**src/cart_pkg.sv**
```systemverilog
// Cartridge header constants

package cart_pkg;

	// ==============================
	// Save type detection
	// ==============================
	// Flash 128K carts carry this string somewhere in the image
	localparam logic [71:0] FLASH_SIG = "FLASH1M_V";

	// ==============================
	// Header game ID
	// ==============================
	localparam int HEADER_ID_LINE  = 'hA;   // 16 byte line 0xA0..0xAF
	localparam int HEADER_ID_BYTES = 12;    // Title field length

	typedef logic [HEADER_ID_BYTES*8-1:0] game_id_t;   // First char on top

	// One quirk table row
	typedef struct packed {
		game_id_t id;
		logic     sram_off;   // Cart has no SRAM/flash backup
		logic     remap;      // NES classic style mirroring
	} cart_quirk_t;

	// ==============================
	// Quirk table
	// ==============================
	localparam int QUIRK_COUNT = 6;

	localparam cart_quirk_t QUIRK_TABLE [QUIRK_COUNT] = '{
		'{id: "ROCKY BOXING",                 sram_off: 1'b1, remap: 1'b0},
		'{id: {"IRIDIONII", 24'h000000},      sram_off: 1'b1, remap: 1'b0},
		'{id: "DBZ TAIKETSU",                 sram_off: 1'b1, remap: 1'b0},
		// Classic NES series below
		'{id: {"CASTLEVANIA", 8'h00},         sram_off: 1'b1, remap: 1'b1},
		'{id: "SUPER MARIO2",                 sram_off: 1'b1, remap: 1'b1},
		'{id: {"MAPPY", 56'h00000000000000},  sram_off: 1'b1, remap: 1'b1}
	};

endpackage

```
**src/loader_pkg.sv**
```systemverilog
// Loader stream definitions

package loader_pkg;

	// ==============================
	// Host download stream
	// ==============================
	localparam int IOCTL_ADDR_W = 27;   // Byte address width
	localparam int IOCTL_DATA_W = 16;   // One beat

	// Stream index codes
	localparam logic [7:0] IDX_BIOS  = 8'd0;     // Boot ROM image
	localparam logic [7:0] IDX_CHEAT = 8'd255;   // Cheat file
	// Any other index is a cartridge image

	// Kind of the file currently on the stream
	typedef enum logic [1:0] {
		DL_NONE,    // Stream idle
		DL_BIOS,
		DL_CART,
		DL_CHEAT
	} dl_kind_t;

	// Cart type sits in index bits 7:6
	typedef logic [1:0] cart_type_t;

	// One cheat code, big field first
	typedef struct packed {
		logic [31:0] flags;     // 127:96
		logic [31:0] address;   // 95:64
		logic [31:0] compare;   // 63:32
		logic [31:0] replace;   // 31:0
	} cheat_code_t;

endpackage
```
**src/ioctl_if.sv**
```systemverilog
// Host download stream bundle

`timescale 1ns/1ps

interface ioctl_if #(
	parameter int ADDR_W = 27,   // Byte address width
	parameter int DATA_W = 16    // Beat width
) ();

	logic              download;   // High for a whole file
	logic [7:0]        index;      // File kind, stable during download
	logic [ADDR_W-1:0] addr;       // Byte address of the beat
	logic [DATA_W-1:0] dout;       // Beat data, low byte first in file
	logic              wr;         // One cycle beat strobe

	// Stream source side
	modport host (output download, output index, output addr, output dout, output wr);

	// Every loader unit only listens
	modport sink (input download, input index, input addr, input dout, input wr);

endinterface

```
**src/gba_loader_top.sv**
```systemverilog
// Loader top level

`timescale 1ns/1ps

module gba_loader_top import loader_pkg::*; #(
	parameter int BIOS_ADDR_W = 12   // 16 KB BIOS in words
) (
	input  logic                      clk_sys,
	input  logic                      reset,
	// Host download stream
	input  logic                      ioctl_download,
	input  logic [7:0]                ioctl_index,
	input  logic [IOCTL_ADDR_W-1:0]   ioctl_addr,
	input  logic [IOCTL_DATA_W-1:0]   ioctl_dout,
	input  logic                      ioctl_wr,
	input  logic                      homebrew_bios,
	// Cartridge status
	output logic                      cart_download,
	output logic                      cart_loaded,
	output cart_type_t                cart_type,
	output logic [IOCTL_ADDR_W-1:0]   last_addr,
	output logic                      flash_1m,
	output logic                      sram_quirk,
	output logic                      memory_remap_quirk,
	// BIOS store writes
	output logic [BIOS_ADDR_W-1:0]    bios_wraddr,
	output logic [2*IOCTL_DATA_W-1:0] bios_wrdata,
	output logic                      bios_wr,
	// Cheat engine feed
	output cheat_code_t               cheat_code,
	output logic                      cheat_valid,
	output logic                      cheat_clear
);

	dl_kind_t dl_kind;
	logic     cart_start;

	// ==============================
	// Stream bundle, host side
	// ==============================
	ioctl_if #(.ADDR_W(IOCTL_ADDR_W), .DATA_W(IOCTL_DATA_W)) ioctl ();

	assign ioctl.download = ioctl_download;
	assign ioctl.index    = ioctl_index;
	assign ioctl.addr     = ioctl_addr;
	assign ioctl.dout     = ioctl_dout;
	assign ioctl.wr       = ioctl_wr;

	assign cart_download = (dl_kind == DL_CART);   // Busy flag for the core

	download_router u_router (
		.clk_sys, .reset, .ioctl,
		.dl_kind, .cart_start, .last_addr
	);

	cart_inspector u_inspector (
		.clk_sys, .reset, .ioctl, .dl_kind, .cart_start,
		.cart_loaded, .cart_type, .flash_1m, .sram_quirk, .memory_remap_quirk
	);

	bios_word_packer #(.BIOS_ADDR_W(BIOS_ADDR_W)) u_bios (
		.clk_sys, .reset, .ioctl, .dl_kind, .homebrew_bios,
		.bios_wraddr, .bios_wrdata, .bios_wr
	);

	cheat_code_packer u_cheat (
		.clk_sys, .reset, .ioctl, .dl_kind,
		.cheat_code, .cheat_valid, .cheat_clear
	);

endmodule

```
**src/cheat_code_packer.sv**
```systemverilog
// Cheat code packer

`timescale 1ns/1ps

module cheat_code_packer import loader_pkg::*; (
	input  logic        clk_sys,
	input  logic        reset,
	ioctl_if.sink       ioctl,
	input  dl_kind_t    dl_kind,
	output cheat_code_t cheat_code,
	output logic        cheat_valid,   // Code complete
	output logic        cheat_clear    // Drop old codes
);

	logic cheat_beat;
	logic download_q;   // Raw download one cycle back

	assign cheat_beat = (dl_kind == DL_CHEAT) && ioctl.wr;

	// ==============================
	// Record assembly
	// ==============================
	// 16 byte record, four words, low half first
	always_ff @(posedge clk_sys) begin
		if (reset) begin
			cheat_code  <= '0;
			cheat_valid <= 1'b0;
			cheat_clear <= 1'b0;
			download_q  <= 1'b0;
		end else begin
			download_q  <= ioctl.download;
			cheat_clear <= ioctl.download && !download_q && (ioctl.index == IDX_CHEAT);
			cheat_valid <= 1'b0;
			if (cheat_beat) begin
				case (ioctl.addr[3:0])
					4'd0:  cheat_code.flags[15:0]    <= ioctl.dout;
					4'd2:  cheat_code.flags[31:16]   <= ioctl.dout;
					4'd4:  cheat_code.address[15:0]  <= ioctl.dout;
					4'd6:  cheat_code.address[31:16] <= ioctl.dout;
					4'd8:  cheat_code.compare[15:0]  <= ioctl.dout;
					4'd10: cheat_code.compare[31:16] <= ioctl.dout;
					4'd12: cheat_code.replace[15:0]  <= ioctl.dout;
					4'd14: begin
						cheat_code.replace[31:16] <= ioctl.dout;
						cheat_valid               <= 1'b1;   // Last beat of record
					end
					default: ;   // Odd offsets never carry a beat
				endcase
			end
		end
	end

endmodule

```
**src/bios_word_packer.sv**
```systemverilog
// BIOS word packer

`timescale 1ns/1ps

module bios_word_packer import loader_pkg::*; #(
	parameter int BIOS_ADDR_W = 12   // Word address width of the BIOS store
) (
	input  logic                      clk_sys,
	input  logic                      reset,
	ioctl_if.sink                     ioctl,
	input  dl_kind_t                  dl_kind,
	input  logic                      homebrew_bios,   // Keep the built in BIOS
	output logic [BIOS_ADDR_W-1:0]    bios_wraddr,
	output logic [2*IOCTL_DATA_W-1:0] bios_wrdata,
	output logic                      bios_wr          // One cycle write strobe
);

	logic                    bios_beat;
	logic [IOCTL_DATA_W-1:0] low_half;   // Waiting for its partner

	assign bios_beat = (dl_kind == DL_BIOS) && ioctl.wr && !homebrew_bios;

	// Low half parked until bit 1 beat comes
	always_ff @(posedge clk_sys) begin
		if (bios_beat && !ioctl.addr[1])
			low_half <= ioctl.dout;
	end

	always_ff @(posedge clk_sys) begin
		if (reset) begin
			bios_wraddr <= '0;
			bios_wrdata <= '0;
			bios_wr     <= 1'b0;
		end else begin
			bios_wr <= 1'b0;
			if (bios_beat && ioctl.addr[1]) begin
				bios_wrdata <= {ioctl.dout, low_half};       // High half on top
				bios_wraddr <= ioctl.addr[BIOS_ADDR_W+1:2];   // Byte to word address
				bios_wr     <= 1'b1;
			end
		end
	end

endmodule

```
**src/cart_inspector.sv**
```systemverilog
// Cartridge image inspector

`timescale 1ns/1ps

module cart_inspector import loader_pkg::*, cart_pkg::*; (
	input  logic       clk_sys,
	input  logic       reset,
	ioctl_if.sink      ioctl,
	input  dl_kind_t   dl_kind,
	input  logic       cart_start,          // First cycle of a new cart
	output logic       cart_loaded,         // Sticky once any cart came in
	output cart_type_t cart_type,
	output logic       flash_1m,            // Signature seen in this image
	output logic       sram_quirk,          // Backup RAM must be off
	output logic       memory_remap_quirk
);

	logic        cart_beat;     // Valid beat of a cart file
	logic        header_beat;   // Beat inside the ID line
	logic [3:0]  offset;        // Byte offset within the line
	logic [15:0] beat_swap;     // Beat in file byte order
	logic [63:0] sig_hist;      // Last eight bytes, oldest on top
	logic        sig_even;      // Signature ends on the low byte
	logic        sig_odd;       // Signature ends on the high byte
	game_id_t    game_id;
	int          id_pos;        // Bit position of this beat in the ID
	logic        match_sram;
	logic        match_remap;

	assign cart_beat   = (dl_kind == DL_CART) && ioctl.wr;
	assign offset      = ioctl.addr[3:0];
	assign header_beat = cart_beat &&
		(ioctl.addr[IOCTL_ADDR_W-1:4] == (IOCTL_ADDR_W-4)'(HEADER_ID_LINE));
	assign beat_swap   = {ioctl.dout[7:0], ioctl.dout[15:8]};

	// ==============================
	// Flash signature search
	// ==============================
	// Nine chars never fit two beats evenly so test both alignments
	assign sig_even = ({sig_hist, ioctl.dout[7:0]} == FLASH_SIG);
	assign sig_odd  = ({sig_hist[55:0], beat_swap} == FLASH_SIG);

	// ==============================
	// Quirk lookup
	// ==============================
	always_comb begin
		id_pos      = (HEADER_ID_BYTES - 2 - int'(offset)) * 8;
		match_sram  = 1'b0;
		match_remap = 1'b0;
		for (int i = 0; i < QUIRK_COUNT; i++) begin
			if (game_id == QUIRK_TABLE[i].id) begin
				match_sram  = QUIRK_TABLE[i].sram_off;
				match_remap = QUIRK_TABLE[i].remap;
			end
		end
	end

	// Byte history and header ID capture
	always_ff @(posedge clk_sys) begin
		if (cart_beat)
			sig_hist <= {sig_hist[47:0], beat_swap};
		if (header_beat && (offset < 4'(HEADER_ID_BYTES)))
			game_id[id_pos +: 16] <= beat_swap;   // Reading order
	end

	// Flags
	always_ff @(posedge clk_sys) begin
		if (reset) begin
			cart_loaded        <= 1'b0;
			cart_type          <= '0;
			flash_1m           <= 1'b0;
			sram_quirk         <= 1'b0;
			memory_remap_quirk <= 1'b0;
		end else begin
			if (cart_start) begin
				cart_loaded        <= 1'b1;
				cart_type          <= ioctl.index[7:6];   // Index held for whole file
				flash_1m           <= 1'b0;
				sram_quirk         <= 1'b0;
				memory_remap_quirk <= 1'b0;
			end
			if (cart_beat && (sig_even || sig_odd))
				flash_1m <= 1'b1;
			// Whole ID is in once the beat after it shows up
			if (header_beat && (offset == 4'(HEADER_ID_BYTES))) begin
				sram_quirk         <= match_sram;
				memory_remap_quirk <= match_remap;
			end
		end
	end

endmodule

```
**src/download_router.sv**
```systemverilog
// Download kind router

`timescale 1ns/1ps

module download_router import loader_pkg::*; (
	input  logic                    clk_sys,
	input  logic                    reset,
	ioctl_if.sink                   ioctl,
	output dl_kind_t                dl_kind,      // Registered file kind
	output logic                    cart_start,   // One cycle after kind turns cart
	output logic [IOCTL_ADDR_W-1:0] last_addr     // Last cart beat address
);

	dl_kind_t                kind_next;    // Decoded from the raw stream
	dl_kind_t                prev_kind;    // Kind one cycle back
	logic [IOCTL_ADDR_W-1:0] beat_addr;    // Address of the latest cart beat

	// ==============================
	// Index decode
	// ==============================
	always_comb begin
		if (!ioctl.download)
			kind_next = DL_NONE;
		else if (ioctl.index == IDX_BIOS)
			kind_next = DL_BIOS;
		else if (ioctl.index == IDX_CHEAT)
			kind_next = DL_CHEAT;
		else
			kind_next = DL_CART;   // Every other index
	end

	// Kind register and edge detection
	always_ff @(posedge clk_sys) begin
		if (reset) begin
			dl_kind    <= DL_NONE;
			prev_kind  <= DL_NONE;
			cart_start <= 1'b0;
			last_addr  <= '0;
		end else begin
			dl_kind    <= kind_next;
			prev_kind  <= dl_kind;   // Edge reference
			cart_start <= (dl_kind == DL_CART) && (prev_kind != DL_CART);
			// Cart file just ended so keep its size
			if ((prev_kind == DL_CART) && (dl_kind != DL_CART))
				last_addr <= beat_addr;
		end
	end

	// Track each cart beat, the final one wins
	always_ff @(posedge clk_sys) begin
		if ((dl_kind == DL_CART) && ioctl.wr)
			beat_addr <= ioctl.addr;
	end

endmodule

```
**config.mk**
```make
export PLATFORM = sky130hd
export DESIGN_NAME = gba_loader_top
export DESIGN_NICKNAME = d
export VERILOG_FILES = /design/src/cart_pkg.sv /design/src/loader_pkg.sv /design/src/ioctl_if.sv /design/src/gba_loader_top.sv /design/src/cheat_code_packer.sv /design/src/bios_word_packer.sv /design/src/cart_inspector.sv /design/src/download_router.sv
export SDC_FILE = /design/constraint.sdc
export NUM_CORES = 1
export LEC_CHECK = 0
export BUFFER_PORTS_ARGS = -buffer_cell sky130_fd_sc_hd__buf_2
export CAP_MARGIN = 20
export CORE_MARGIN = 2
export CORE_UTILIZATION = 30
export CTS_BUF_LIST = sky130_fd_sc_hd__clkbuf_4
export DETAILED_ROUTE_END_ITERATION = 10
export PLACE_DENSITY = 0.47
export SYNTH_ARGS = -nofsm -noshare
export SYNTH_HDL_FRONTEND = slang
export SYNTH_SLANG_ARGS = --single-unit
```
**constraint.sdc**
```tcl
create_clock -name clk_sys -period 5.4 [get_ports clk_sys]
set_clock_uncertainty 0.05 [all_clocks]
set_input_delay 0 -clock clk_sys [delete_from_list [all_inputs] [get_ports clk_sys]]
set_output_delay 0 -clock clk_sys [all_outputs]
set_load 0.01 [all_outputs]
```
==> results of run 1 <==
-- power by group through the flow --
| stage | sequential, mW | combinational (mW) | clock [mW] |
|---|---|---|---|
| 4_1_cts | 3.35 | 0.406 | 2.96 |
| 5_1_grt | 3.35 | 0.439 | 3.13 |
| 3_3_place_gp | 3.42 | 0.351 | 0 |
| 3_5_place_dp | 3.42 | 0.355 | 0 |
| 6_report | 3.35 | 0.408 | 2.87 |
| 2_1_floorplan | 3.42 | 0.199 | 0 |
-- placed cells by master, fill, tap and decap left out, drive strengths merged, types with 17 or more instances in the layout --
cell type      n
a21oi        214
buf          289
clkbuf       175
clkinv        23
dfxtp        214
dlygate4sd3   94
edfxtp       203
nand2        448
nand3         26
nand4         28
nor2         130
nor3          23
nor4          35
nor4b         17
or2           18
-- layer usage --
layer	track usage	vias to the layer above	wire (um)
met1	0.243	6726	23700
met2	0.328	497	27400
met4	0.0663	0	1200
met5	0	-	0
li1	-	6579	-
met3	0.0685	109	4800
-- cells by family (layout without fill, tap and decap cells) --
group / count (synthesis) / count (layout) / synth area share
muxes: 19 / 19 / 0.0122
DFF: 417 / 417 / 0.633
AOI/OAI and AO/OA: 249 / 249 / 0.0836
xor gates and xnor gates: 5 / 5 / 0.00397
adders and majority gates: 12 / 12 / 0.00916
and+or+nand+nor: 814 / 814 / 0.233
other: 0 / 2 / 0
buffers and inverters: 109 / 597 / 0.0252
-- through the flow --
| stage | worst slack [ns] | instances |
|---|---|---|
| after floorplan | 0.599 | 1625 |
| after global placement | 0.829 | 2505 |
| after detailed placement | 0.665 | 2509 |
| after CTS | 1.01 | 2807 |
| after global routing | 0.592 | 2810 |
| final | 0.918 | 2811 |
-- layout make-up --
class                           instances  area [um2]
Clock buffer                          175        1310
Fill cell                            5396       33100
Antenna cell                            2        5.00
Multi-Input combinational cell       1099        5630
Timing Repair Buffer                  383        2460
Tap cell                              696         871
Clock inverter                         29         158
Sequential cell                       417       10400
Inverter                               10        37.5
-- worst reg2reg max path, cell delays in order (launching register included) --
cell	delay [ns]
dfxtp_1	0.52
and3b_4	0.58
nand3_1	0.34
nor4b_1	0.58
nor2b_1	0.28
or4b_1	0.45
o31ai_1	0.19
buf_2	0.29
-- state kept, by name, summed over array words and instances, names as in the netlist --
register                        cells
u_cheat.cheat_valid                 1
u_inspector.memory_remap_quirk      1
u_inspector.cart_loaded             1
u_router.last_addr                 27
u_inspector.sram_quirk              1
u_router.beat_addr                 27
u_bios.bios_wrdata                 32
u_bios.low_half                    16
u_router.prev_kind                  2
u_bios.bios_wraddr                 12
u_router.cart_start                 1
u_cheat.cheat_code                128
u_inspector.flash_1m                1
u_cheat.cheat_clear                 1
u_cheat.download_q                  1
u_bios.bios_wr                      1
u_router.dl_kind                    2
u_inspector.sig_hist               64
u_inspector.game_id                96
u_inspector.cart_type               2
-- worst paths after layout --
kind	endpoint	slack, ns	depth (start not counted)
setup / recovery	u_inspector.game_id[8]	0.92	15
hold / removal	u_cheat.cheat_code[117]	0.17	4
setup reg to reg	u_inspector.game_id[8]	1.83	7
hold reg to reg	u_inspector.sig_hist[57]	0.37	0
-- repair_timing --
item | CTS | global route
setup endpoints to repair | 0 | 0
setup buffers | 0 | 0
endpoints found under the hold margin | 415 | 0
hold buffers | 94 | 0
==> run metrics, run 1 <==
CP Launch Point=ioctl_addr[1]; core area=53900 um2; CTS Sinks=approximately 420; Max IR drop VDD=about 0.17 mV; fin crit period=about 4.5 ns; Post-synth EDFFs=203; CTS root buffer=clkbuf_4; Cell Pwr Density=between 300 and 400 nW/um2; Power Internal=4.98 mW; clock buffer depth=3; initial core utilization=0.304; Post-DRT Antenna Nets=0; count of final max-slew check failures=0; drt wl/cell=about 20 um; Cell Area, Placed=roughly 18000 um2; die width=around 240 um; H-tree depth=3; Post-synth top cells=448 x nand2_1, 214 x dfxtp_1, 212 x a21oi_1; DIE HEIGHT=238 um; Worst Tran Pin Value=~1.1 ns; post-synthesis cell area=about 16000 um2; number of max-cap violations=0; Slew headroom=0.267; Crit Path Max Fanout=16; via count=approximately 14000; Initial DRT Pass Iterations=5; crit end category=register; crit path cell chain=dlygate4sd3_1 > buf_2 > inv_1 > ha_1 > nor2b_1 > nand3_1 > inv_1 > ha_1 > nor4bb_1 > nand4_1 > or3_1 > nand2b_1 > or4b_1 > o31ai_1 > buf_2; Seq/Total Area, Yosys=0.633; yosys warns=0; Post-DP HPWL=~37000 um; area share of the largest cell type after synthesis=0.372; Post-Synthesis Cells=1625; period utilization=0.830; Die ar.=between 50000 and 60000 um2; Layout area overhead=27.2%; total congestion overflow=0; Final Instance Area=between 20000 and 25000 um2; Yosys cell types=between 50 and 60; FFs w/ async S/R, synth=0; CP required=5.90 ns; sw frac=0.249; Power, Total=roughly 6.6 mW; most frequent cell after synthesis=nand2_1; Reg2Reg Launch Point=u_router.dl_kind[1]; outcome=finished, final reports clean; worst-skew pair later-pin latency=0.87 ns; CTS tree=done; fraction of layout cells with a size suffix above 1=0.242; Rows=85; critical path's top delay family=simple AND/OR/NAND/NOR gates; RSZ-0062 raised after global routing=no; crit path DAT=about 5.0 ns; CTS Buf Count=110; Setup crit start kind=input pin; initial antenna violation count=2; crit path buf inv count=5; syn_nets=approximately 1700; CP Class=input pin to register; combinational share of power=0.062; vias in the first global route=13889; first-pass GRT wire length=approximately 85000 um; switching power=around 1.6 mW; main flop type after synthesis=dfxtp_1; P_leak=7.93 nW; final hold violations=0; GRT Util Overall=0.199; port buffer count=264; CP max stage cell=nor2b_1; #FFs+latches synth=417; drt drc=0; DR iter-0 viols=about 900; Nets=around 2100; CP peak stage delay=around 0.73 ns; hold slack=0.166 ns; sequential share of power=0.506; Avg Cell Area, Syn=~10 um2; fmax=between 200 and 250 MHz; CTS clock-pin slew for the worst setup and hold paths=roughly 0.07 ns; Clock Power Share=0.433; largest net degree at the start of global routing=approximately 130; post-synth top area cell=edfxtp_1; I/O Pins=265; synth top area cells=edfxtp_1 37%, dfxtp_1 26%, nand2_1 10%; worst min path class=input pin to register; Core Util, Final=0.387; Hold Crit Start=ioctl_dout[5]; post-CTS resize count=0; via density per instance=between 4 and 5; final wirelength=around 57000 um; Sum Neg Setup Slack=0 ns; setup violators final=0; routability cong.=0.886
(Power assumes the default switching activity.)
==> inputs of run 2 (changes only) <==
- clock period: 5.4 -> 4.6 ns (I/O delays scaled with it)
==> run 2 against run 1 <==
Sequential power up 17%. Setup slack worse by 0.10 ns. Routed wire length up 0.96%. Clock-buffer cell count down 6. Total power up 19%. Critical endpoint is now u_inspector.game_id[9]. Critical path type unchanged. Highest routed layer unchanged.
==> run metrics, run 2 (synthesis results as in run 1) <==
outcome=finished, final reports clean (unchanged); final hold violations=0 (unchanged); Cell Pwr Density=374 nW/um2 (was 318 nW/um2); port buffer count=264 (unchanged); Core Util, Final=0.390 (was 0.387); number of max-cap violations=0 (unchanged); Sum Neg Setup Slack=0 ns (unchanged); largest net degree at the start of global routing=169 (was 131); Reg2Reg Launch Point=u_router.dl_kind[1] (unchanged); period utilization=0.822; setup violators final=0 (unchanged); total congestion overflow=0 (unchanged); DIE HEIGHT=238 um (unchanged); Slew headroom=0.271 (was 0.267); Final Instance Area=21000 um2 (was 20900 um2); Power, Total=7.86 mW (was 6.63 mW); hold slack=0.0939 ns (was 0.166 ns); post-CTS setup buffers=0 (unchanged); most frequent cells in the layout=448 x nand2_1, 264 x buf_2, 214 x dfxtp_1, 212 x a21oi_1, 203 x edfxtp_1 (unchanged); initial core utilization=0.304 (unchanged); final wirelength=57600 um (was 57100 um); Worst setup endpoint=u_inspector.game_id[9] (was u_inspector.game_id[8]); GRT Util Overall=0.201 (was 0.199); count of final max-slew check failures=0 (unchanged); CP required=5.06 ns (was 5.90 ns); I/O Pins=265 (unchanged); DR iter-0 viols=921 (was 893); CTS root buffer=clkbuf_4 (unchanged); Worst Tran Pin Value=1.09 ns (was 1.10 ns); clock buffer depth=3 (unchanged); dpl ws=0.488 ns (was 0.665 ns); routability cong.=0.835 (was 0.886); Crit Path Max Fanout=14 (was 16); Layout Cells excl Fill=2821 (was 2811); Post-DRT Antenna Nets=0 (unchanged); CTS tree=done (unchanged); Layout area overhead=28.2% (was 27.2%); fmax=between 200 and 300 MHz; RSZ-0062 raised after global routing=no (unchanged); Worst R2R Path Depth=6 (was 7); Nets=2096 (was 2089); worst min path class=input pin to register (unchanged); Setup crit start kind=input pin (unchanged); CTS Buf Count=110 (unchanged); Cell Area, Placed=18400 um2 (about the same); H-tree depth=3 (unchanged); Rows=85 (unchanged); fin crit period=3.78 ns; post-CTS resize count=0 (unchanged); R2R setup slack=1.33 ns (was 1.83 ns); drt wl/cell=20.4 um (was 20.3 um); Max IR drop VDD=0.227 mV (was 0.169 mV); cts hold-fix bufs=97 (was 94); die width=238 um (unchanged); biggest regs=u_cheat.cheat_code x128, u_inspector.game_id x96, u_inspector.sig_hist x64 (unchanged); CTS clock-pin slew for the worst setup and hold paths=0.06 ns (was 0.07 ns); initial antenna violation count=1 (was 2); placed insts=2509 (unchanged); via density per instance=4.95 (about the same); fraction of layout cells with a size suffix above 1=0.242 (about the same); Die ar.=56500 um2 (unchanged); CP Class=input pin to register (unchanged); Post-DP HPWL=37500 um (was 37000 um); Initial DRT Pass Iterations=5 (unchanged); vias in the first global route=13977 (was 13889); max reg flops=128 (unchanged); first-pass GRT wire length=85600 um (was 85000 um); via count=13954 (was 13911); CP Launch Point=ioctl_addr[2] (was ioctl_addr[1]); crit end category=register (unchanged); RR Endpoint=u_inspector.game_id[22] (was u_inspector.game_id[8]); worst-skew pair later-pin latency=0.87 ns (about the same); Top reg by flops=u_cheat.cheat_code (unchanged); Worst Slack Setup Final=0.817 ns (was 0.918 ns); P_leak=8.00 nW (was 7.93 nW); drt drc=0 (unchanged); crit path DAT=4.25 ns (was 4.99 ns); Hold Crit Start=ioctl_addr[2] (was ioctl_dout[5]); CTS Sinks=417 (unchanged); commonest non-fill, non-tap cell in the layout=nand2_1 (unchanged); core area=53900 um2 (unchanged)
==> run 2: cell count changes in the layout (fill, tap and decap cells not counted), moves of 2 or more <==
| cell | previous run | this run |
|---|---|---|
| buf_12 | 0 | 2 |
| buf_16 | 0 | 2 |
| buf_4 | 21 | 24 |
| buf_6 | 4 | 2 |
| bufinv_16 | 1 | 3 |
| clkbuf_4 | 175 | 169 |
| clkinv_1 | 18 | 25 |
| clkinv_2 | 4 | 7 |
| dlygate4sd3_1 | 94 | 96 |
| inv_2 | 3 | 1 |
==> run 2: per-layer routing <==
layer | part of all wire | track usage | vias to the layer above
met2 | 0.48 | 0.330 | 505
met5 | 0 | 0 | -
met4 | 0.034 | 0.0850 | 0
li1 | - | - | 6596
met3 | 0.077 | 0.0667 | 137
met1 | 0.41 | 0.241 | 6716
==> run 2: area by class of cell <==
class                           instances  area [um2]
Sequential cell                       417       10400
Antenna cell                            2        5.00
Timing Repair Buffer                  390        2580
Fill cell                            5387       32900
Tap cell                              696         871
Inverter                               10        37.5
Multi-Input combinational cell       1099        5630
Clock inverter                         38         246
Clock buffer                          169        1270
==> run 2: worst min-delay path by stage <==
stage,to,slack (ns),cells after the start
2_1_floorplan,u_bios.low_half[0],0.05,0
3_3_place_gp,u_router.beat_addr[26],0.15,1
3_5_place_dp,u_router.beat_addr[25],0.15,1
4_1_cts,u_router.beat_addr[2],0.0008,2
5_1_grt,u_router.beat_addr[2],0.04,2
6_report,u_router.beat_addr[2],0.09,2
==> run 2: critical path, stage by stage <==
cell,delay (ns)
dlygate4sd3_1,0.54
buf_2,0.29
inv_1,0.13
ha_1,0.21
a21oi_2,0.23
xor2_2,0.33
nand3_1,0.16
ha_1,0.32
nor4b_1,0.32
nand4_1,0.16
or3_1,0.46
nand2b_1,0.25
or4b_1,0.53
o31ai_1,0.08
buf_2,0.24
==> run 2: power breakdown <==
group / total (mW) / switching [mW] / internal [mW] / leakage [nW]
Sequential: 3.93 / 0.0164 / 3.92 / 3.79
Combinational: 0.491 / 0.332 / 0.159 / 3.31
Clock: 3.44 / 1.58 / 1.85 / 0.897
==> inputs of run 3 (changes only) <==
- clock period: 4.6 -> 4 ns (I/O delays scaled with it)
==> run 3 against run 2 <==
Sequential power increased by 15%. Cell area decreased by 0.22%. Worst hold slack got worse by 0.030 ns. Via count decreased by 0.66%. Non-clock buffer count increased by 9. Final cell count about the same. Die area unchanged. Routed wire length decreased by 0.33%. Total power increased by 14%. Utilization decreased by 0.086 points.
==> run metrics, run 3 (synthesis results as in run 1) <==
first-pass GRT wire length=85100 um (was 85600 um); max reg flops=128 (unchanged); Top reg by flops=u_cheat.cheat_code (unchanged); final hold violations=0 (unchanged); CTS Sinks=417 (unchanged); Sum Neg Setup Slack=0 ns (unchanged); critical path's top delay family=simple AND/OR/NAND/NOR gates (unchanged); Rows=85 (unchanged); Core Util, Final=0.389 (was 0.390); Clock Power Share=0.430 (was 0.437); setup violators final=0 (unchanged); Cell Pwr Density=425 nW/um2 (was 374 nW/um2); port buffer count=264 (unchanged); CP Class=input pin to register (unchanged); DIE HEIGHT=238 um (unchanged); fraction of layout cells with a size suffix above 1=0.248 (was 0.242); crit path buf inv count=4 (unchanged); Power Internal=6.71 mW (was 5.93 mW); Cell Area, Placed=18500 um2 (was 18400 um2); post-CTS resize count=0 (unchanged); clock buffer depth=3 (unchanged); Crit Path Max Fanout=14 (unchanged); placed insts=2519 (was 2509); Nets=2104 (was 2096); routability cong.=0.806 (was 0.835); commonest non-fill, non-tap cell in the layout=nand2_1 (unchanged); drt wl/cell=20.3 um (was 20.4 um); Final Instance Area=21000 um2 (about the same); H-tree depth=3 (unchanged); cts hold-fix bufs=96 (was 97); worst-skew pair later-pin latency=0.87 ns (about the same); CTS root buffer=clkbuf_4 (unchanged); core area=53900 um2 (unchanged); largest net degree at the start of global routing=131 (was 169); drt drc=0 (unchanged); GRT Util Overall=0.200 (was 0.201); crit path cell chain=dlygate4sd3_1 > dlygate4sd3_1 > buf_2 > nand2b_1 > mux2i_1 > nand3_1 > ha_1 > nor4b_1 > nand4_1 > or3_1 > nand2b_1 > or4b_1 > o31ai_1 > buf_2 (was dlygate4sd3_1 > buf_2 > inv_1 > ha_1 > a21oi_2 > xor2_2 > nand3_1 > ha_1 > nor4b_1 > nand4_1 > or3_1 > nand2b_1 > or4b_1 > o31ai_1 > buf_2); biggest regs=u_cheat.cheat_code x128, u_inspector.game_id x96, u_inspector.sig_hist x64 (unchanged); CTS clock-pin slew for the worst setup and hold paths=0.07 ns (was 0.06 ns); Post-DP HPWL=37800 um (was 37500 um); combinational share of power=0.063 (was 0.062); via count=13862 (was 13954); vias in the first global route=13837 (was 13977); worst min path class=input pin to register (unchanged); P_leak=8.01 nW (was 8.00 nW); die width=238 um (unchanged); switching power=2.21 mW (was 1.93 mW); most frequent cells in the layout=448 x nand2_1, 264 x buf_2, 214 x dfxtp_1, 212 x a21oi_1, 203 x edfxtp_1 (unchanged); DR iter-0 viols=795 (was 921); Worst Tran Pin Value=1.03 ns (was 1.09 ns); Layout area overhead=27.9% (was 28.2%); period utilization=0.967; Filler Cell Count=5349 (was 5387); initial core utilization=0.304 (unchanged); Setup crit start kind=input pin (unchanged); CTS tree=done (unchanged); total congestion overflow=0 (unchanged); CP peak stage delay=0.58 ns (was 0.54 ns); I/O Pins=265 (unchanged); CP required=4.46 ns (was 5.06 ns); sequential share of power=0.507 (was 0.500); final wirelength=57400 um (was 57600 um); Layout Cells excl Fill=2823 (was 2821); sw frac=0.248 (was 0.246); crit end category=register (unchanged); Die ar.=56500 um2 (unchanged); RSZ-0062 raised after global routing=no (unchanged); Max IR drop VDD=0.209 mV (was 0.227 mV); CTS Buf Count=109 (was 110); Post-DRT Antenna Nets=0 (unchanged); number of max-cap violations=0 (unchanged); outcome=finished, final reports clean (unchanged); crit path DAT=4.33 ns (was 4.25 ns); fin crit period=approximately 3.9 ns; initial antenna violation count=2 (was 1); via density per instance=4.91 (was 4.95); CP max stage cell=dlygate4sd3_1 (unchanged); Initial DRT Pass Iterations=5 (unchanged); count of final max-slew check failures=0 (unchanged); Slew headroom=0.309 (was 0.271); fmax=258 MHz; post-CTS setup buffers=0 (unchanged)
run 3: power groups by stage:
stage / Combinational [mW] / Clock (mW) / Sequential, mW
finish: 0.560 / 3.84 / 4.52
global route: 0.604 / 4.17 / 4.52
CTS: 0.559 / 3.96 / 4.52
detailed placement: 0.491 / 0 / 4.62
global placement: 0.489 / 0 / 4.62
floorplan: 0.269 / 0 / 4.62
run 3: final timing paths:
kind	startpoint	end	slack, ns	depth (start not counted)
worst max-delay path	ioctl_addr[3]	u_inspector.game_id[8]	0.13	14
worst min register to register	u_inspector.sig_hist[6]	u_inspector.sig_hist[22]	0.34	0
worst max register to register	u_router.dl_kind[1]	u_inspector.game_id[8]	1.08	7
worst min-delay path	ioctl_addr[2]	u_router.beat_addr[2]	0.06	3
run 3: routing by layer:
metal  vias up  global-route usage  wire length (um)
met5         -                   0                18
met2       447               0.325             27400
met4         2              0.0825              1720
met1      6691               0.248             24200
met3       125              0.0581              4060
li1       6597                   -                 -
run 3: metrics by stage:
stage / hold WS [ns] / power [mW] / setup WS (ns)
global route: 0.0354 / 9.30 / 0.0124
CTS: 0.00138 / 9.04 / 0.188
global placement: 0.146 / 5.11 / 0.206
floorplan: 0.0489 / 4.88 / 0.0649
finish: 0.0637 / 8.92 / 0.131
detailed placement: 0.147 / 5.11 / 0.0900
run 3: tightest hold or removal path, stage by stage:
cell and delay (ns):
dlygate4sd3_1 0.54, buf_2 0.12, buf_4 0.18
run 3: final cells by class:
class	instances	area, um2	area share
diodes	1	2.50	0.000119
clock buffers	180	1350	0.0644
clock inverters	21	97.6	0.00465
inverters	10	37.5	0.00179
multi-input cells	1099	5630	0.268
flip-flops and latches	417	10400	0.495
well taps	696	871	0.0415
repair buffers	399	2600	0.124
